## config.mk

```make
export PLATFORM = sky130hd
export DESIGN_NAME = lsu_top
export DESIGN_NICKNAME = d
export VERILOG_FILES = /design/src/rtl/lsu_pkg.sv /design/src/rtl/lsu_req_decode.sv /design/src/rtl/lsu_trans_tracker.sv /design/src/rtl/lsu_load_align.sv /design/src/rtl/lsu_top.sv
export SDC_FILE = /design/constraint.sdc
export NUM_CORES = 1
export LEC_CHECK = 0
export BUFFER_PORTS_ARGS = -buffer_cell sky130_fd_sc_hd__buf_4
export CAP_MARGIN = 20
export CORE_ASPECT_RATIO = 0.75
export CORE_UTILIZATION = 49
export DETAILED_ROUTE_END_ITERATION = 10
export MAX_ROUTING_LAYER = met4
export PLACE_DENSITY = 0.81
export SETUP_SLACK_MARGIN = 0.2
export SLEW_MARGIN = 20
export SYNTH_ARGS = -nofsm -noshare
export SYNTH_HDL_FRONTEND = slang
export SYNTH_HIERARCHICAL = 1
export SYNTH_SLANG_ARGS = --single-unit
```

## constraint.sdc

```tcl
create_clock -name clk -period 4.2 [get_ports clk]
set_clock_uncertainty 0.15 [all_clocks]
set_input_delay 0.84 -clock clk [delete_from_list [all_inputs] [get_ports clk]]
set_output_delay 0.84 -clock clk [all_outputs]
set_load 0.02 [all_outputs]
```

## src/rtl/lsu_pkg.sv

```systemverilog
////////////////////
// lsu package
// shared widths, enums and structs for the load/store unit
////////////////////

package lsu_pkg;

  parameter int XLEN = 32;  // data and address width

  ////////////////////
  // enums
  ////////////////////

  // access size, as carried with every request
  typedef enum logic [1:0] {
    SIZE_WORD = 2'b00,
    SIZE_HALF = 2'b01,
    SIZE_BYTE = 2'b10
  } lsu_size_e;

  // how the upper bits of a load get filled
  typedef enum logic [1:0] {
    EXT_ZERO = 2'b00,  // zero fill
    EXT_SIGN = 2'b01,  // copy of the top bit of the selected value
    EXT_ONES = 2'b10   // all ones
  } lsu_ext_e;

  ////////////////////
  // structs
  ////////////////////

  // request from the EX stage
  typedef struct packed {
    logic            we;         // 1: store, 0: load
    lsu_size_e       size;
    lsu_ext_e        ext;
    logic            use_incr;   // address is a + b instead of a
    logic [XLEN-1:0] operand_a;
    logic [XLEN-1:0] operand_b;
    logic [XLEN-1:0] wdata;      // store data, low bytes first
  } lsu_req_t;

  // bus address phase
  typedef struct packed {
    logic [XLEN-1:0]   addr;
    logic              we;
    logic [XLEN/8-1:0] be;       // one bit per byte lane
    logic [XLEN-1:0]   wdata;    // already rotated onto the lanes
  } bus_req_t;

  // kept per outstanding access until its response arrives
  typedef struct packed {
    logic      we;
    lsu_size_e size;
    lsu_ext_e  ext;
    logic [1:0] offset;          // byte offset inside the word
  } lsu_ctrl_t;

endpackage

```

## src/rtl/lsu_req_decode.sv

```systemverilog
////////////////////
// lsu request decode
// address generation, byte enables, store data rotation
// and the control record kept for the response
////////////////////

`timescale 1ns/1ps

module lsu_req_decode (
  input  logic                 clk,
  input  logic                 rst_n,
  input  logic                 ex_valid_i,  // only used to qualify the alignment check
  input  lsu_pkg::lsu_req_t    ex_req_i,
  output lsu_pkg::bus_req_t    bus_o,
  output lsu_pkg::lsu_ctrl_t   ctrl_o
);

  localparam int XLEN = lsu_pkg::XLEN;

  logic [XLEN-1:0]   addr;        // effective address
  logic [1:0]        offset;      // low address bits
  logic [XLEN/8-1:0] be;
  logic [XLEN-1:0]   wdata_rot;   // store data moved onto its lanes
  logic              misaligned;

  ////////////////////
  // address
  ////////////////////

  assign addr   = ex_req_i.use_incr ? (ex_req_i.operand_a + ex_req_i.operand_b)
                                    : ex_req_i.operand_a;
  assign offset = addr[1:0];

  ////////////////////
  // byte enables and store data
  ////////////////////

  // accesses are naturally aligned, so a plain shift never wraps
  always_comb begin
    unique case (ex_req_i.size)
      lsu_pkg::SIZE_WORD: be = '1;                                    // all lanes
      lsu_pkg::SIZE_HALF: be = (XLEN/8)'(4'b0011) << offset;          // two lanes
      default:            be = (XLEN/8)'(4'b0001) << offset;          // byte
    endcase
  end

  // rotate left by offset bytes so byte 0 of wdata lands in the first enabled lane
  always_comb begin
    unique case (offset)
      2'b00: wdata_rot = ex_req_i.wdata;
      2'b01: wdata_rot = {ex_req_i.wdata[XLEN-9:0],  ex_req_i.wdata[XLEN-1:XLEN-8]};
      2'b10: wdata_rot = {ex_req_i.wdata[XLEN-17:0], ex_req_i.wdata[XLEN-1:XLEN-16]};
      default: wdata_rot = {ex_req_i.wdata[XLEN-25:0], ex_req_i.wdata[XLEN-1:XLEN-24]};
    endcase
  end

  assign bus_o.addr  = addr;
  assign bus_o.we    = ex_req_i.we;
  assign bus_o.be    = be;
  assign bus_o.wdata = wdata_rot;

  // record for the load aligner
  assign ctrl_o.we     = ex_req_i.we;
  assign ctrl_o.size   = ex_req_i.size;
  assign ctrl_o.ext    = ex_req_i.ext;
  assign ctrl_o.offset = offset;

  ////////////////////
  // alignment check
  ////////////////////

  always_comb begin
    unique case (ex_req_i.size)
      lsu_pkg::SIZE_WORD: misaligned = (offset != 2'b00);
      lsu_pkg::SIZE_HALF: misaligned = offset[0];  // halfword must sit on an even byte
      default:            misaligned = 1'b0;
    endcase
  end

  // the EX stage must never hand over a request that straddles a word
  a_aligned_access: assert property (
    @(posedge clk) disable iff (!rst_n)
    ex_valid_i |-> !misaligned
  ) else $error("misaligned access at address %h", addr);

endmodule

```

## src/rtl/lsu_trans_tracker.sv

```systemverilog
////////////////////
// lsu transaction tracker
// issues bus requests, counts outstanding accesses and
// queues their control records until the response returns
////////////////////

`timescale 1ns/1ps

module lsu_trans_tracker #(
  parameter int DEPTH = 2  // max outstanding transactions
) (
  input  logic               clk,
  input  logic               rst_n,
  input  logic               ex_valid_i,
  input  lsu_pkg::bus_req_t  bus_i,
  input  lsu_pkg::lsu_ctrl_t ctrl_i,
  input  logic               bus_gnt_i,
  input  logic               bus_rvalid_i,
  output logic               bus_req_o,
  output lsu_pkg::bus_req_t  bus_o,
  output logic               ex_ready_o,
  output logic               busy_o,
  output logic               resp_valid_o,
  output lsu_pkg::lsu_ctrl_t head_ctrl_o
);

  localparam int CNT_W = $clog2(DEPTH + 1);
  localparam int PTR_W = (DEPTH > 1) ? $clog2(DEPTH) : 1;

  logic [CNT_W-1:0]   cnt_q;                // outstanding transactions
  logic [PTR_W-1:0]   wr_ptr_q;
  logic [PTR_W-1:0]   rd_ptr_q;
  lsu_pkg::lsu_ctrl_t ctrl_mem [DEPTH];     // in-order control queue
  logic               push;                 // address phase done
  logic               pop;                  // response consumed

  // wrap at DEPTH, which need not be a power of two
  function automatic logic [PTR_W-1:0] ptr_inc(input logic [PTR_W-1:0] ptr);
    return (ptr == PTR_W'(DEPTH - 1)) ? '0 : ptr + 1'b1;
  endfunction

  ////////////////////
  // request and handshake
  ////////////////////

  assign bus_req_o    = ex_valid_i && (cnt_q < CNT_W'(DEPTH));
  assign bus_o        = bus_i;                          // held stable by EX until grant
  assign push         = bus_req_o && bus_gnt_i;
  assign pop          = bus_rvalid_i;
  assign ex_ready_o   = !ex_valid_i || push;           // accept on the granting edge
  assign busy_o       = (cnt_q != '0) || bus_req_o;
  assign resp_valid_o = pop;
  assign head_ctrl_o  = ctrl_mem[rd_ptr_q];            // oldest access

  ////////////////////
  // counter and pointers
  ////////////////////

  always_ff @(posedge clk or negedge rst_n) begin
    if (!rst_n) begin
      cnt_q    <= '0;
      wr_ptr_q <= '0;
      rd_ptr_q <= '0;
    end else begin
      unique case ({push, pop})
        2'b10:   cnt_q <= cnt_q + 1'b1;
        2'b01:   cnt_q <= cnt_q - 1'b1;
        default: cnt_q <= cnt_q;  // idle, or one in and one out
      endcase
      if (push) wr_ptr_q <= ptr_inc(wr_ptr_q);
      if (pop)  rd_ptr_q <= ptr_inc(rd_ptr_q);
    end
  end

  // queue storage
  always_ff @(posedge clk) begin
    if (push) begin
      ctrl_mem[wr_ptr_q] <= ctrl_i;
    end
  end

  // count stays within the queue depth
  a_cnt_bound: assert property (
    @(posedge clk) disable iff (!rst_n) cnt_q <= CNT_W'(DEPTH)
  ) else $error("outstanding count %0d above DEPTH", cnt_q);

  // bus must not answer something that was never granted
  a_no_spurious_rvalid: assert property (
    @(posedge clk) disable iff (!rst_n) bus_rvalid_i |-> (cnt_q != '0)
  ) else $error("rvalid with no outstanding transaction");

  a_addr_phase_known: assert property (
    @(posedge clk) disable iff (!rst_n) bus_req_o |-> !$isunknown(bus_o)
  ) else $error("unknown address phase while requesting");

endmodule

```

## src/rtl/lsu_load_align.sv

```systemverilog
////////////////////
// lsu load aligner
// picks the byte, halfword or word out of the read data
// and extends it as recorded for the access
////////////////////

`timescale 1ns/1ps

module lsu_load_align (
  input  logic                     resp_valid_i,
  input  lsu_pkg::lsu_ctrl_t       head_ctrl_i,
  input  logic [lsu_pkg::XLEN-1:0] bus_rdata_i,
  output logic                     load_valid_o,
  output logic [lsu_pkg::XLEN-1:0] load_data_o
);

  localparam int XLEN = lsu_pkg::XLEN;

  logic [7:0]      rdata_b;     // selected byte
  logic [15:0]     rdata_h;     // selected halfword
  logic            fill_b;      // upper fill bit for byte loads
  logic            fill_h;      // upper fill bit for halfword loads
  logic [XLEN-1:0] rdata_b_ext;
  logic [XLEN-1:0] rdata_h_ext;

  ////////////////////
  // lane select
  ////////////////////

  always_comb begin
    unique case (head_ctrl_i.offset)
      2'b00:   rdata_b = bus_rdata_i[7:0];
      2'b01:   rdata_b = bus_rdata_i[15:8];
      2'b10:   rdata_b = bus_rdata_i[23:16];
      default: rdata_b = bus_rdata_i[31:24];
    endcase
  end

  // aligned halfwords only live at offset 0 or 2
  assign rdata_h = head_ctrl_i.offset[1] ? bus_rdata_i[31:16] : bus_rdata_i[15:0];

  ////////////////////
  // extension
  ////////////////////

  always_comb begin
    unique case (head_ctrl_i.ext)
      lsu_pkg::EXT_SIGN: begin
        fill_b = rdata_b[7];
        fill_h = rdata_h[15];
      end
      lsu_pkg::EXT_ONES: begin
        fill_b = 1'b1;
        fill_h = 1'b1;
      end
      default: begin  // zero extension
        fill_b = 1'b0;
        fill_h = 1'b0;
      end
    endcase
  end

  assign rdata_b_ext = {{(XLEN-8){fill_b}}, rdata_b};
  assign rdata_h_ext = {{(XLEN-16){fill_h}}, rdata_h};

  // final size mux
  always_comb begin
    unique case (head_ctrl_i.size)
      lsu_pkg::SIZE_WORD: load_data_o = bus_rdata_i;  // full word, nothing to fill
      lsu_pkg::SIZE_HALF: load_data_o = rdata_h_ext;
      default:            load_data_o = rdata_b_ext;
    endcase
  end

  // stores get their response too, but nothing goes back to the core
  assign load_valid_o = resp_valid_i && !head_ctrl_i.we;

endmodule

```

## src/rtl/lsu_top.sv

```systemverilog
////////////////////
// lsu top
// data memory load/store unit: decode, tracking, load align
////////////////////

`timescale 1ns/1ps

module lsu_top #(
  parameter int DEPTH = 2  // max outstanding bus transactions
) (
  input  logic                     clk,
  input  logic                     rst_n,
  // EX side
  input  logic                     ex_valid_i,
  input  lsu_pkg::lsu_req_t        ex_req_i,
  output logic                     ex_ready_o,
  // bus address phase
  output logic                     bus_req_o,
  input  logic                     bus_gnt_i,
  output lsu_pkg::bus_req_t        bus_o,
  // bus response phase
  input  logic                     bus_rvalid_i,
  input  logic [lsu_pkg::XLEN-1:0] bus_rdata_i,
  // result
  output logic                     load_valid_o,
  output logic [lsu_pkg::XLEN-1:0] load_data_o,
  output logic                     busy_o
);

  lsu_pkg::bus_req_t  dec_bus;     // decoded address phase
  lsu_pkg::lsu_ctrl_t dec_ctrl;    // record for the current request
  lsu_pkg::lsu_ctrl_t head_ctrl;   // record of the oldest outstanding access
  logic               resp_valid;

  lsu_req_decode u_req_decode (
    .clk        (clk),
    .rst_n      (rst_n),
    .ex_valid_i (ex_valid_i),
    .ex_req_i   (ex_req_i),
    .bus_o      (dec_bus),
    .ctrl_o     (dec_ctrl)
  );

  lsu_trans_tracker #(
    .DEPTH (DEPTH)
  ) u_trans_tracker (
    .clk          (clk),
    .rst_n        (rst_n),
    .ex_valid_i   (ex_valid_i),
    .bus_i        (dec_bus),
    .ctrl_i       (dec_ctrl),
    .bus_gnt_i    (bus_gnt_i),
    .bus_rvalid_i (bus_rvalid_i),
    .bus_req_o    (bus_req_o),
    .bus_o        (bus_o),
    .ex_ready_o   (ex_ready_o),
    .busy_o       (busy_o),
    .resp_valid_o (resp_valid),
    .head_ctrl_o  (head_ctrl)
  );

  lsu_load_align u_load_align (
    .resp_valid_i (resp_valid),
    .head_ctrl_i  (head_ctrl),
    .bus_rdata_i  (bus_rdata_i),
    .load_valid_o (load_valid_o),
    .load_data_o  (load_data_o)
  );

endmodule

```

# ---- Word-level counts from Yosys, hierarchy flattened
# Memory sizes are Yosys's and may differ from the RTL's.
# Cells that the tools add are included.
dict set report totals {
  ff_bits 4
  mem_bits_rw 14
  inputBits 139
  output_inout_bits 105
  n_memories 1
}
# name depth word_bits read_ports rd_clocked_by_memory_dff write_ports line_no
set mem_list {}
lappend mem_list {u_trans_tracker.ctrl_mem 2 7 1 0 1 lsu_trans_tracker.sv:33} ;# lsu_pkg::lsu_ctrl_t ctrl_mem [DEPTH];
dict set report op_classes {
  add_sub_neg 5
  magnitude_cmp 1
  eq_ne 10
  n_shift 2
  muxes 13
  n_reduce_logical 13
}
# cell n
set op_table {}
lappend op_table {{case mux 32 bit (3 select lines)} 1}
lappend op_table {{case mux 32 bit (2 select lines)} 1}
lappend op_table {{adder 32 bit} 1}
lappend op_table {{2-to-1 mux 32 bit} 1}
lappend op_table {{case mux 8 bit (3 select lines)} 1}
lappend op_table {{2-to-1 mux 16 bit} 1}
lappend op_table {{equality test 2 x 1 -> 1 bit (second input constant)} 6}
lappend op_table {{equality test 2 bit (second input constant)} 4}
lappend op_table {{zero test 2 bit} 4}
lappend op_table {{case mux 4 bit (2 select lines)} 1}
lappend op_table {{2-to-1 mux 1 bit} 4}
lappend op_table {{case mux 1 bit (2 select lines)} 2}
lappend op_table {{case mux 2 bit (2 select lines)} 1}
lappend op_table {{nonzero test 2 bit} 2}
lappend op_table {{left shift 1 x 2 -> 4 bit (first input constant)} 1}
lappend op_table {{left shift 2 x 2 -> 4 bit (first input constant)} 1}
lappend op_table {{logical AND 1 bit} 3}
lappend op_table {{adder 1 bit (second input constant)} 2}
lappend op_table {{adder 2 x 1 -> 2 bit (second input constant)} 1}
lappend op_table {{zero test 1 bit} 2}
lappend op_table {{logical OR 1 bit} 2}
lappend op_table {{less-than comparator 2 bit (second input constant)} 1}
lappend op_table {{subtractor 2 x 1 -> 2 bit (second input constant)} 1}

# ---- Logic depth before layout (Yosys ltp)
# Gate-level depths: netlist of the first run.
dict set report depth {
  word_depth 5
  ltp_mapped 11
}

# ---- Hierarchy
# The synthesis of the first run kept the hierarchy.
# mod n_inst cells_per_inst area_per_inst_um2
set modules_own_cells {}
lappend modules_own_cells {lsu_req_decode 1 405 2977.9}
lappend modules_own_cells {lsu_trans_tracker 1 110 1228.7}
lappend modules_own_cells {lsu_load_align 1 120 934.6}

# ---- Least setup slack after synthesis of the first run
# No wires, ideal clock.
dict set report synth_timing {
  path_kind {input-to-output}
  from {input ex_req_i[32] in the netlist's numbering}
  to {output bus_o[55] in the netlist's numbering}
  t_arrival_ps 2777
  required_time_ps 3210
  setup_slack_ps 433
  stages 11
  path_cell_list {ha_1 > inv_1 > fa_1 > nor2b_1 > o211a_1 > o21ai_1 > a21oi_1 > a31o_2 > xor2_1 > mux2_2 > buf_4}
}
# item line_no
set synth_lines {}
lappend synth_lines {{from (decl)} lsu_top.sv:15} ;# input lsu_pkg::lsu_req_t ex_req_i,
lappend synth_lines {{to (decl)} lsu_top.sv:20} ;# output lsu_pkg::bus_req_t bus_o,

==> results.rst, run 1 <==
.. list-table::
   :header-rows: 1

   * - Metric
     - Value
   * - Post-route total power
     - 2.59 mW
   * - Initial antenna violation count
     - 0
   * - Nets
     - 958
   * - Final-report setup violation count
     - 0
   * - Unrepaired setup endpoints after global routing
     - yes
   * - Sum of routed wire length over all layers
     - 16.2 mm
   * - Headroom to the max-slew limit
     - 0.506
   * - Total of max-cap violations
     - 0
   * - Data arrival time of the critical path
     - 2980 ps
   * - Synth Area in Adders
     - 0.0866
   * - XOR/XNOR Fraction of Synth Area
     - 0.0426
   * - CTS tree
     - done
   * - Fillcell total
     - 815
   * - Area delta synth->final
     - 30.2%
   * - Main combinational cell family by area after synthesis
     - multiplexers
   * - Vias per inst
     - 5.92
   * - Post-synth ARST share
     - 0.222
   * - Count of port buffers added during placement
     - 243
   * - TritonCTS Sinks
     - 18
   * - Type of destination of the critical path
     - primary output
   * - Part of the Yosys area used for sequential elements
     - 0.101
   * - Top-area cell type share of the netlist area
     - 0.146
   * - Fin crit period
     - 3970 ps
   * - F_max
     - 252 MHz
   * - Root buffer cell
     - sky130_fd_sc_hd__clkbuf_16
   * - Total negative setup slack
     - 0 ps
   * - Simple-Gate Fraction of Synth Area
     - 0.143
   * - Gp weighted congestion
     - 0.942
   * - Via Count
     - 5419
   * - Die Footprint
     - 10900 um^2
   * - Cell with the most instances after synthesis
     - sky130_fd_sc_hd__buf_4
   * - Number of global-route vias before repair
     - 5252
   * - Total iterations of the first detailed-routing run
     - 5
   * - Clock buffer count from CTS
     - 3
   * - Max Slew Vio Count
     - 0
   * - Maximum number of pins on one net before global-route repair
     - 43
   * - DIE HEIGHT
     - 90.7 um
   * - Initial DRC Count
     - 357
   * - Antenna diodes
     - 0
   * - Portion of netlist area occupied by mux cells
     - 0.237
   * - Synth top area cells
     - sky130_fd_sc_hd__mux2i_1 15%, sky130_fd_sc_hd__buf_4 12%, sky130_fd_sc_hd__ha_1 8.3%
   * - Reg clk slew, reported paths
     - 50 ps
   * - Share of final-layout standard cells stronger than drive strength 1
     - 0.420
   * - H-tree levels
     - 1
   * - Post-synthesis instance total
     - 635
   * - DP HPWL
     - 12.8 mm
   * - VDD IR-drop max
     - 0.173 mV
   * - Remaining design rule violation count
     - 0
   * - Post-Synthesis Cell Area
     - 5140 um^2
   * - Power density relative to cell area
     - 386 nW/um^2
   * - Type of the worst setup path
     - primary input to primary output
   * - Synth Flop Type
     - sky130_fd_sc_hd__edfxtp_1
   * - Core outline area
     - 9930 um^2
   * - Starting density of the core
     - 0.518
   * - Maximum fanout count along the critical path
     - 6
   * - Area occupied by multi-input gates
     - 3900 um^2
   * - Count of synthesis-stage warnings from yosys
     - 6
   * - Clk buf depth
     - 2
   * - Cell variety after synth
     - 67
   * - Wire per inst
     - 17.7 um
   * - Share of the synthesized area in compound gates (AO/OA/AOI/OAI)
     - 0.221
   * - Average instance area after synthesis
     - 8.10 um^2
   * - Library cell occupying the most area in the post-synthesis netlist
     - sky130_fd_sc_hd__mux2i_1
   * - Flip-flop and latch count after synthesis
     - 18
   * - Transition time at the pin with the least slew margin
     - 740 ps
   * - First-pass GRT wire length
     - 24.8 mm
   * - Leakage power
     - 3.31 nW
   * - Endpoints failing hold
     - 0
   * - Type of the most critical hold path
     - primary input to asynchronous set/reset pin
   * - Sequential Area
     - 520 um^2
   * - Net count after synthesis
     - 809
   * - Combined global-route utilization of all metal layers
     - 0.282
   * - EDFF count, synth
     - 14
   * - Crit share post-route
     - 0.945
   * - Die Span X
     - 120 um
   * - Boundary pin count
     - 244
   * - Most numerous cell types in the synthesized netlist
     - 81 x sky130_fd_sc_hd__buf_4, 75 x sky130_fd_sc_hd__mux2i_1, 55 x sky130_fd_sc_hd__nand2_1
   * - Status
     - finished clean
   * - Number of buffers added to fix hold violations after cts
     - 0
   * - Insertion delay of the later-clocked pin in the worst-skew pair
     - 250 ps
   * - Leftover overflow at the end of global routing
     - 0
   * - Std cell rows
     - 31
   * - ANT nets after route
     - 0
   * - Req. time, crit path
     - 3210 ps
   * - Startpoint Class
     - primary input
## repair_timing
item                                    in CTS  in global routing
endpoints found under the hold margin        0                  0
endpoints found under the setup margin       5                 12
setup buffers                                6                  1
cloned                                       0                  0
pin swaps                                    0                  2
gates resized for setup                      4                 22
## worst paths after layout
path / from / end / slack (ps) / depth (start not counted)
worst max-delay path: ex_req_i[76] / bus_o[66] / 230 / 10
worst min-delay path: rst_n / u_trans_tracker/rd_ptr_q / 220 / 1
worst min register to register: u_trans_tracker/wr_ptr_q / u_trans_tracker/wr_ptr_q / 340 / 1
worst max register to register: u_trans_tracker/cnt_q[1] / u_trans_tracker/ctrl_mem[0][3] / 2440 / 3
max in group asynchronous: rst_n / u_trans_tracker/wr_ptr_q / 3580 / 1
min in group clk: u_trans_tracker/wr_ptr_q / u_trans_tracker/wr_ptr_q / 340 / 1
## registers in the layout, summed over array words and instances, names as in the netlist
signal	count
u_trans_tracker/cnt_q	2
u_trans_tracker/ctrl_mem	14
u_trans_tracker/rd_ptr_q	1
u_trans_tracker/wr_ptr_q	1
## cell families after synthesis
family | after synthesis
compound gates | 165
simple gates | 152
buf+inv | 133
mux | 107
fa+ha+maj | 35
xor+xnor | 25
flops | 18
## layer usage
metal | share of wire | vias up | GRT usage
met5 | 0 | - | -
met4 | 0.022 | 0 | 0.0864
met3 | 0.073 | 36 | 0.0354
met2 | 0.49 | 243 | 0.488
met1 | 0.42 | 2562 | 0.340
li1 | - | 2578 | -
## power breakdown
group	leakage, nW	internal (mW)	switching [mW]	total [mW]
sequential	0.174	0.230	0.0348	0.264
combinational	3.10	0.938	1.19	2.13
clock	0.0385	0.127	0.0637	0.190
## area by class of cell
| class | instances | area share |
|---|---|---|
| well taps | 132 | 0.0247 |
| flip-flops and latches | 18 | 0.0778 |
| multi-input cells | 484 | 0.582 |
| repair buffers | 261 | 0.295 |
| inverters | 16 | 0.00897 |
| clock buffers | 3 | 0.0112 |
| clock inverters | 1 | 0.000561 |
## cells in the final DEF (no fill, tap or decap), types with 5 or more instances in the layout
cell,n
sky130_fd_sc_hd__buf_4,260
sky130_fd_sc_hd__mux2i_1,75
sky130_fd_sc_hd__nand2_1,55
sky130_fd_sc_hd__a21oi_1,33
sky130_fd_sc_hd__nor2_1,33
sky130_fd_sc_hd__ha_1,26
sky130_fd_sc_hd__mux2_2,24
sky130_fd_sc_hd__o21ai_0,24
sky130_fd_sc_hd__a211oi_1,20
sky130_fd_sc_hd__a22oi_1,17
sky130_fd_sc_hd__and3_1,15
sky130_fd_sc_hd__xnor2_1,15
sky130_fd_sc_hd__inv_1,14
sky130_fd_sc_hd__edfxtp_1,14
sky130_fd_sc_hd__a21o_1,13
sky130_fd_sc_hd__nand4_1,10
sky130_fd_sc_hd__xor2_1,10
sky130_fd_sc_hd__o211ai_1,8
sky130_fd_sc_hd__mux4_1,7
sky130_fd_sc_hd__o21a_1,7
sky130_fd_sc_hd__nor3_1,7
sky130_fd_sc_hd__nand3_1,7
sky130_fd_sc_hd__a21oi_2,5
sky130_fd_sc_hd__ha_4,5
## per-stage QoR
| step | std cells | hold slack (ps) | setup slack, ps | cell area, um^2 | utilization |
|---|---|---|---|---|---|
| after floorplan | 635 | 310 | 433 | 5140 | - |
| after global placement | 904 | 326 | 157 | 6430 | 0.648 |
| after detailed placement | 904 | 336 | 100 | 6430 | 0.648 |
| after CTS | 914 | 218 | 207 | 6580 | 0.662 |
| after global routing | 915 | 222 | 158 | 6690 | 0.674 |
| final | 915 | 220 | 230 | 6690 | 0.674 |
## critical path, cell delays in order
cell	delay [ps]
sky130_fd_sc_hd__buf_4	120
sky130_fd_sc_hd__ha_2	390
sky130_fd_sc_hd__nand4_2	170
sky130_fd_sc_hd__nor3_2	230
sky130_fd_sc_hd__a21oi_2	110
sky130_fd_sc_hd__o21a_1	240
sky130_fd_sc_hd__a21bo_1	240
sky130_fd_sc_hd__or4_1	390
sky130_fd_sc_hd__nand3_1	100
sky130_fd_sc_hd__buf_4	150
(Power assumes the default switching activity.)
==> run 2: changes to the inputs <==
--- a/config.mk
+++ b/config.mk
@@ -8,10 +8,10 @@
 export BUFFER_PORTS_ARGS = -buffer_cell sky130_fd_sc_hd__buf_4
 export CAP_MARGIN = 20
 export CORE_ASPECT_RATIO = 0.75
-export CORE_UTILIZATION = 49
+export CORE_UTILIZATION = 46
 export DETAILED_ROUTE_END_ITERATION = 10
 export MAX_ROUTING_LAYER = met4
-export PLACE_DENSITY = 0.81
+export PLACE_DENSITY = 0.76
 export SETUP_SLACK_MARGIN = 0.2
 export SLEW_MARGIN = 20
 export SYNTH_ARGS = -nofsm -noshare
==> run 2 against run 1 <==
Compared with the run above: power is 0.86% lower; cell count is 0.55% higher; worst hold slack better by 3.3 ps; first-iteration DRC count is 24% lower; worst setup slack better by 49 ps; combinational power hardly changed; sequential power hardly changed; cell area is 0.49% higher; wire length is 3.4% lower; die area is 6.4% higher; clock power hardly changed; sequential share of layout area hardly changed.
==> results.rst, run 2 (same netlist as run 1, synthesis figures left out) <==
.. list-table::
   :header-rows: 1

   * - Metric
     - Value
   * - Registers with the highest flip-flop counts
     - u_trans_tracker/ctrl_mem (14), u_trans_tracker/cnt_q (2)
   * - Gp weighted congestion
     - 0.898 (-4.7%)
   * - Nets
     - 955 (-0.31%)
   * - CTS tree
     - done
   * - Std cell rows
     - 33 (+6.5%)
   * - Initial DRC Count
     - 271 (-24%)
   * - Req. time, crit path
     - 3210 ps (about the same)
   * - Number of buffers added to fix hold violations after cts
     - 0 (unchanged)
   * - Clock buffer count from CTS
     - 3 (unchanged)
   * - Endpoints failing hold
     - 0 (unchanged)
   * - Most frequent cells in the layout
     - 256 x sky130_fd_sc_hd__buf_4, 75 x sky130_fd_sc_hd__mux2i_1, 55 x sky130_fd_sc_hd__nand2_1
   * - DIE HEIGHT
     - 93.6 um (+3.1%)
   * - Leftover overflow at the end of global routing
     - 0 (unchanged)
   * - Fin crit period
     - 3920 ps (-48.9 ps)
   * - Crit share post-route
     - 0.934 (-0.0116)
   * - F_max
     - 255 MHz (+1.2%)
   * - Placed cell areas
     - 6430 um^2 (about the same)
   * - Leakage power
     - 3.30 nW (-0.40%)
   * - Headroom to the max-slew limit
     - 0.502 (-0.00342)
   * - Sum of routed wire length over all layers
     - 15.6 mm (-3.4%)
   * - Reg clk slew, reported paths
     - 50 ps (about the same)
   * - Insertion delay of the later-clocked pin in the worst-skew pair
     - 250 ps (about the same)
   * - DP HPWL
     - 12.6 mm (-2.1%)
   * - Share of final-layout standard cells stronger than drive strength 1
     - 0.414 (-0.00608)
   * - Library cell appearing most often on the critical path
     - sky130_fd_sc_hd__buf_4
   * - Area delta synth->final
     - 30.8%
   * - Post-route total power
     - 2.56 mW (-0.86%)
   * - Sequential Area
     - 520 um^2 (unchanged)
   * - Wire per inst
     - 17.0 um (-4.0%)
   * - Area occupied by multi-input gates
     - 3940 um^2 (+1.1%)
   * - Top register by number of flip-flops
     - u_trans_tracker/ctrl_mem
   * - Core outline area
     - 10900 um^2 (+9.8%)
   * - Capture point of the worst reg-to-reg path
     - u_trans_tracker/ctrl_mem[0][2]
   * - Reg2reg setup slack
     - 2460 ps (+20 ps)
   * - Cell area after layout
     - 6730 um^2 (+0.49%)
   * - Fillcell total
     - 962 (+18%)
   * - VDD IR-drop max
     - 0.226 mV (+30%)
   * - Boundary pin count
     - 244 (unchanged)
   * - Number of global-route vias before repair
     - 4888 (-6.9%)
   * - Worst stage delay on the critical path
     - 390 ps (about the same)
   * - Power density relative to cell area
     - 381 nW/um^2 (-1.3%)
   * - Status
     - finished clean
   * - Final-report setup violation count
     - 0 (unchanged)
   * - Root buffer cell
     - sky130_fd_sc_hd__clkbuf_16
   * - Antenna diodes
     - 0 (unchanged)
   * - ANT nets after route
     - 0 (unchanged)
   * - Slowest stage cell, crit path
     - sky130_fd_sc_hd__or4_1
   * - First-pass GRT wire length
     - 23.4 mm (-5.8%)
   * - Count of port buffers added during placement
     - 243 (unchanged)
   * - Combined global-route utilization of all metal layers
     - 0.257 (-0.0255)
   * - Type of destination of the critical path
     - primary output
   * - Transition time at the pin with the least slew margin
     - 745 ps (+5.12 ps)
   * - Length in cells of the worst reg-to-reg path
     - 3 (unchanged)
   * - Via Count
     - 5280 (-2.6%)
   * - Initial antenna violation count
     - 0 (unchanged)
   * - Clk buf depth
     - 2 (unchanged)
   * - Maximum fanout count along the critical path
     - 3 (-3)
   * - Remaining design rule violation count
     - 0 (unchanged)
   * - TritonCTS Sinks
     - 18 (unchanged)
   * - Max Slew Vio Count
     - 0 (unchanged)
   * - Starting density of the core
     - 0.472 (-0.0461)
   * - Maximum number of pins on one net before global-route repair
     - 41 (-4.7%)
   * - Total iterations of the first detailed-routing run
     - 5 (unchanged)
   * - Data arrival time of the critical path
     - 2930 ps (-50 ps)
   * - Type of the worst setup path
     - primary input to primary output
   * - Origin of the critical flop-to-flop path
     - u_trans_tracker/cnt_q[1]
   * - Total of max-cap violations
     - 0 (unchanged)
   * - Die Span X
     - 124 um (+3.2%)
   * - CP Cell Sequence
     - buf_4 -> ha_1 -> a211oi_1 -> buf_4 -> o211ai_2 -> a21oi_2 -> o21a_1 -> a21bo_2 -> or4_1 -> nand3_1 -> buf_4
   * - H-tree levels
     - 1 (unchanged)
   * - Startpoint Class
     - primary input
   * - Unrepaired setup endpoints after global routing
     - yes
   * - Vias per inst
     - 5.74 (-3.1%)
   * - Number of flip-flops in the largest register
     - 14 (unchanged)
   * - Type of the most critical hold path
     - primary input to asynchronous set/reset pin
   * - Die Footprint
     - 11600 um^2 (+6.4%)
   * - Commonest non-fill, non-tap cell in the layout
     - sky130_fd_sc_hd__buf_4
-- run 2: power by group --
| part | switching (mW) | leakage, nW | internal (mW) |
|---|---|---|---|
| logic | 1.17 | 3.08 | 0.935 |
| clock network | 0.0627 | 0.0385 | 0.127 |
| registers | 0.0351 | 0.174 | 0.229 |
-- run 2: through the flow --
step	util	hold WS (ps)	setup TNS, ps	std cells	setup WS (ps)
2_1_floorplan	-	310	0	635	433
3_3_place_gp	0.590	326	0	911	65.5
3_5_place_dp	0.590	344	-27.3	911	-21.0
4_1_cts	0.602	220	0	917	202
5_1_grt	0.617	220	0	920	189
6_report	0.617	223	0	920	278
-- run 2: final cells by class --
cell class	instances	area share
clock buffers	3	0.0112
clock inverters	1	0.000558
inverters	16	0.00893
multi-input cells	484	0.585
flip-flops and latches	18	0.0774
well taps	140	0.0260
repair buffers	258	0.290
-- run 2: how the worst max path moves through the flow --
stage / startpoint / to / slack, ps / cells after the start
3_5_place_dp: ex_req_i[64] / bus_o[57] / -20 / 12
2_1_floorplan: ex_req_i[32] / bus_o[55] / 430 / 11
3_3_place_gp: ex_req_i[64] / bus_o[57] / 70 / 12
5_1_grt: ex_req_i[40] / bus_o[64] / 190 / 10
6_report: ex_req_i[65] / bus_o[66] / 280 / 11
4_1_cts: ex_req_i[76] / bus_o[66] / 200 / 10
-- run 2: per-layer routing --
layer  GRT usage  part of all wire
met5           -                 0
met4      0.0635             0.011
met1       0.322              0.44
met3      0.0268             0.068
met2       0.438              0.48
-- run 2: worst max-delay path: cells and delay by family --
family / cells / cell delay (ps)
compound gates: 5 / 900
simple gates: 2 / 490
buf+inv: 3 / 410
fa+ha+maj: 1 / 280
-- run 2: timing repair --
item / in CTS / in global routing
resized for setup: 8 / 26
cloned: 0 / 0
buffers inserted: 2 / 3
endpoints found under the setup margin: 9 / 15
pin swaps: 2 / 11
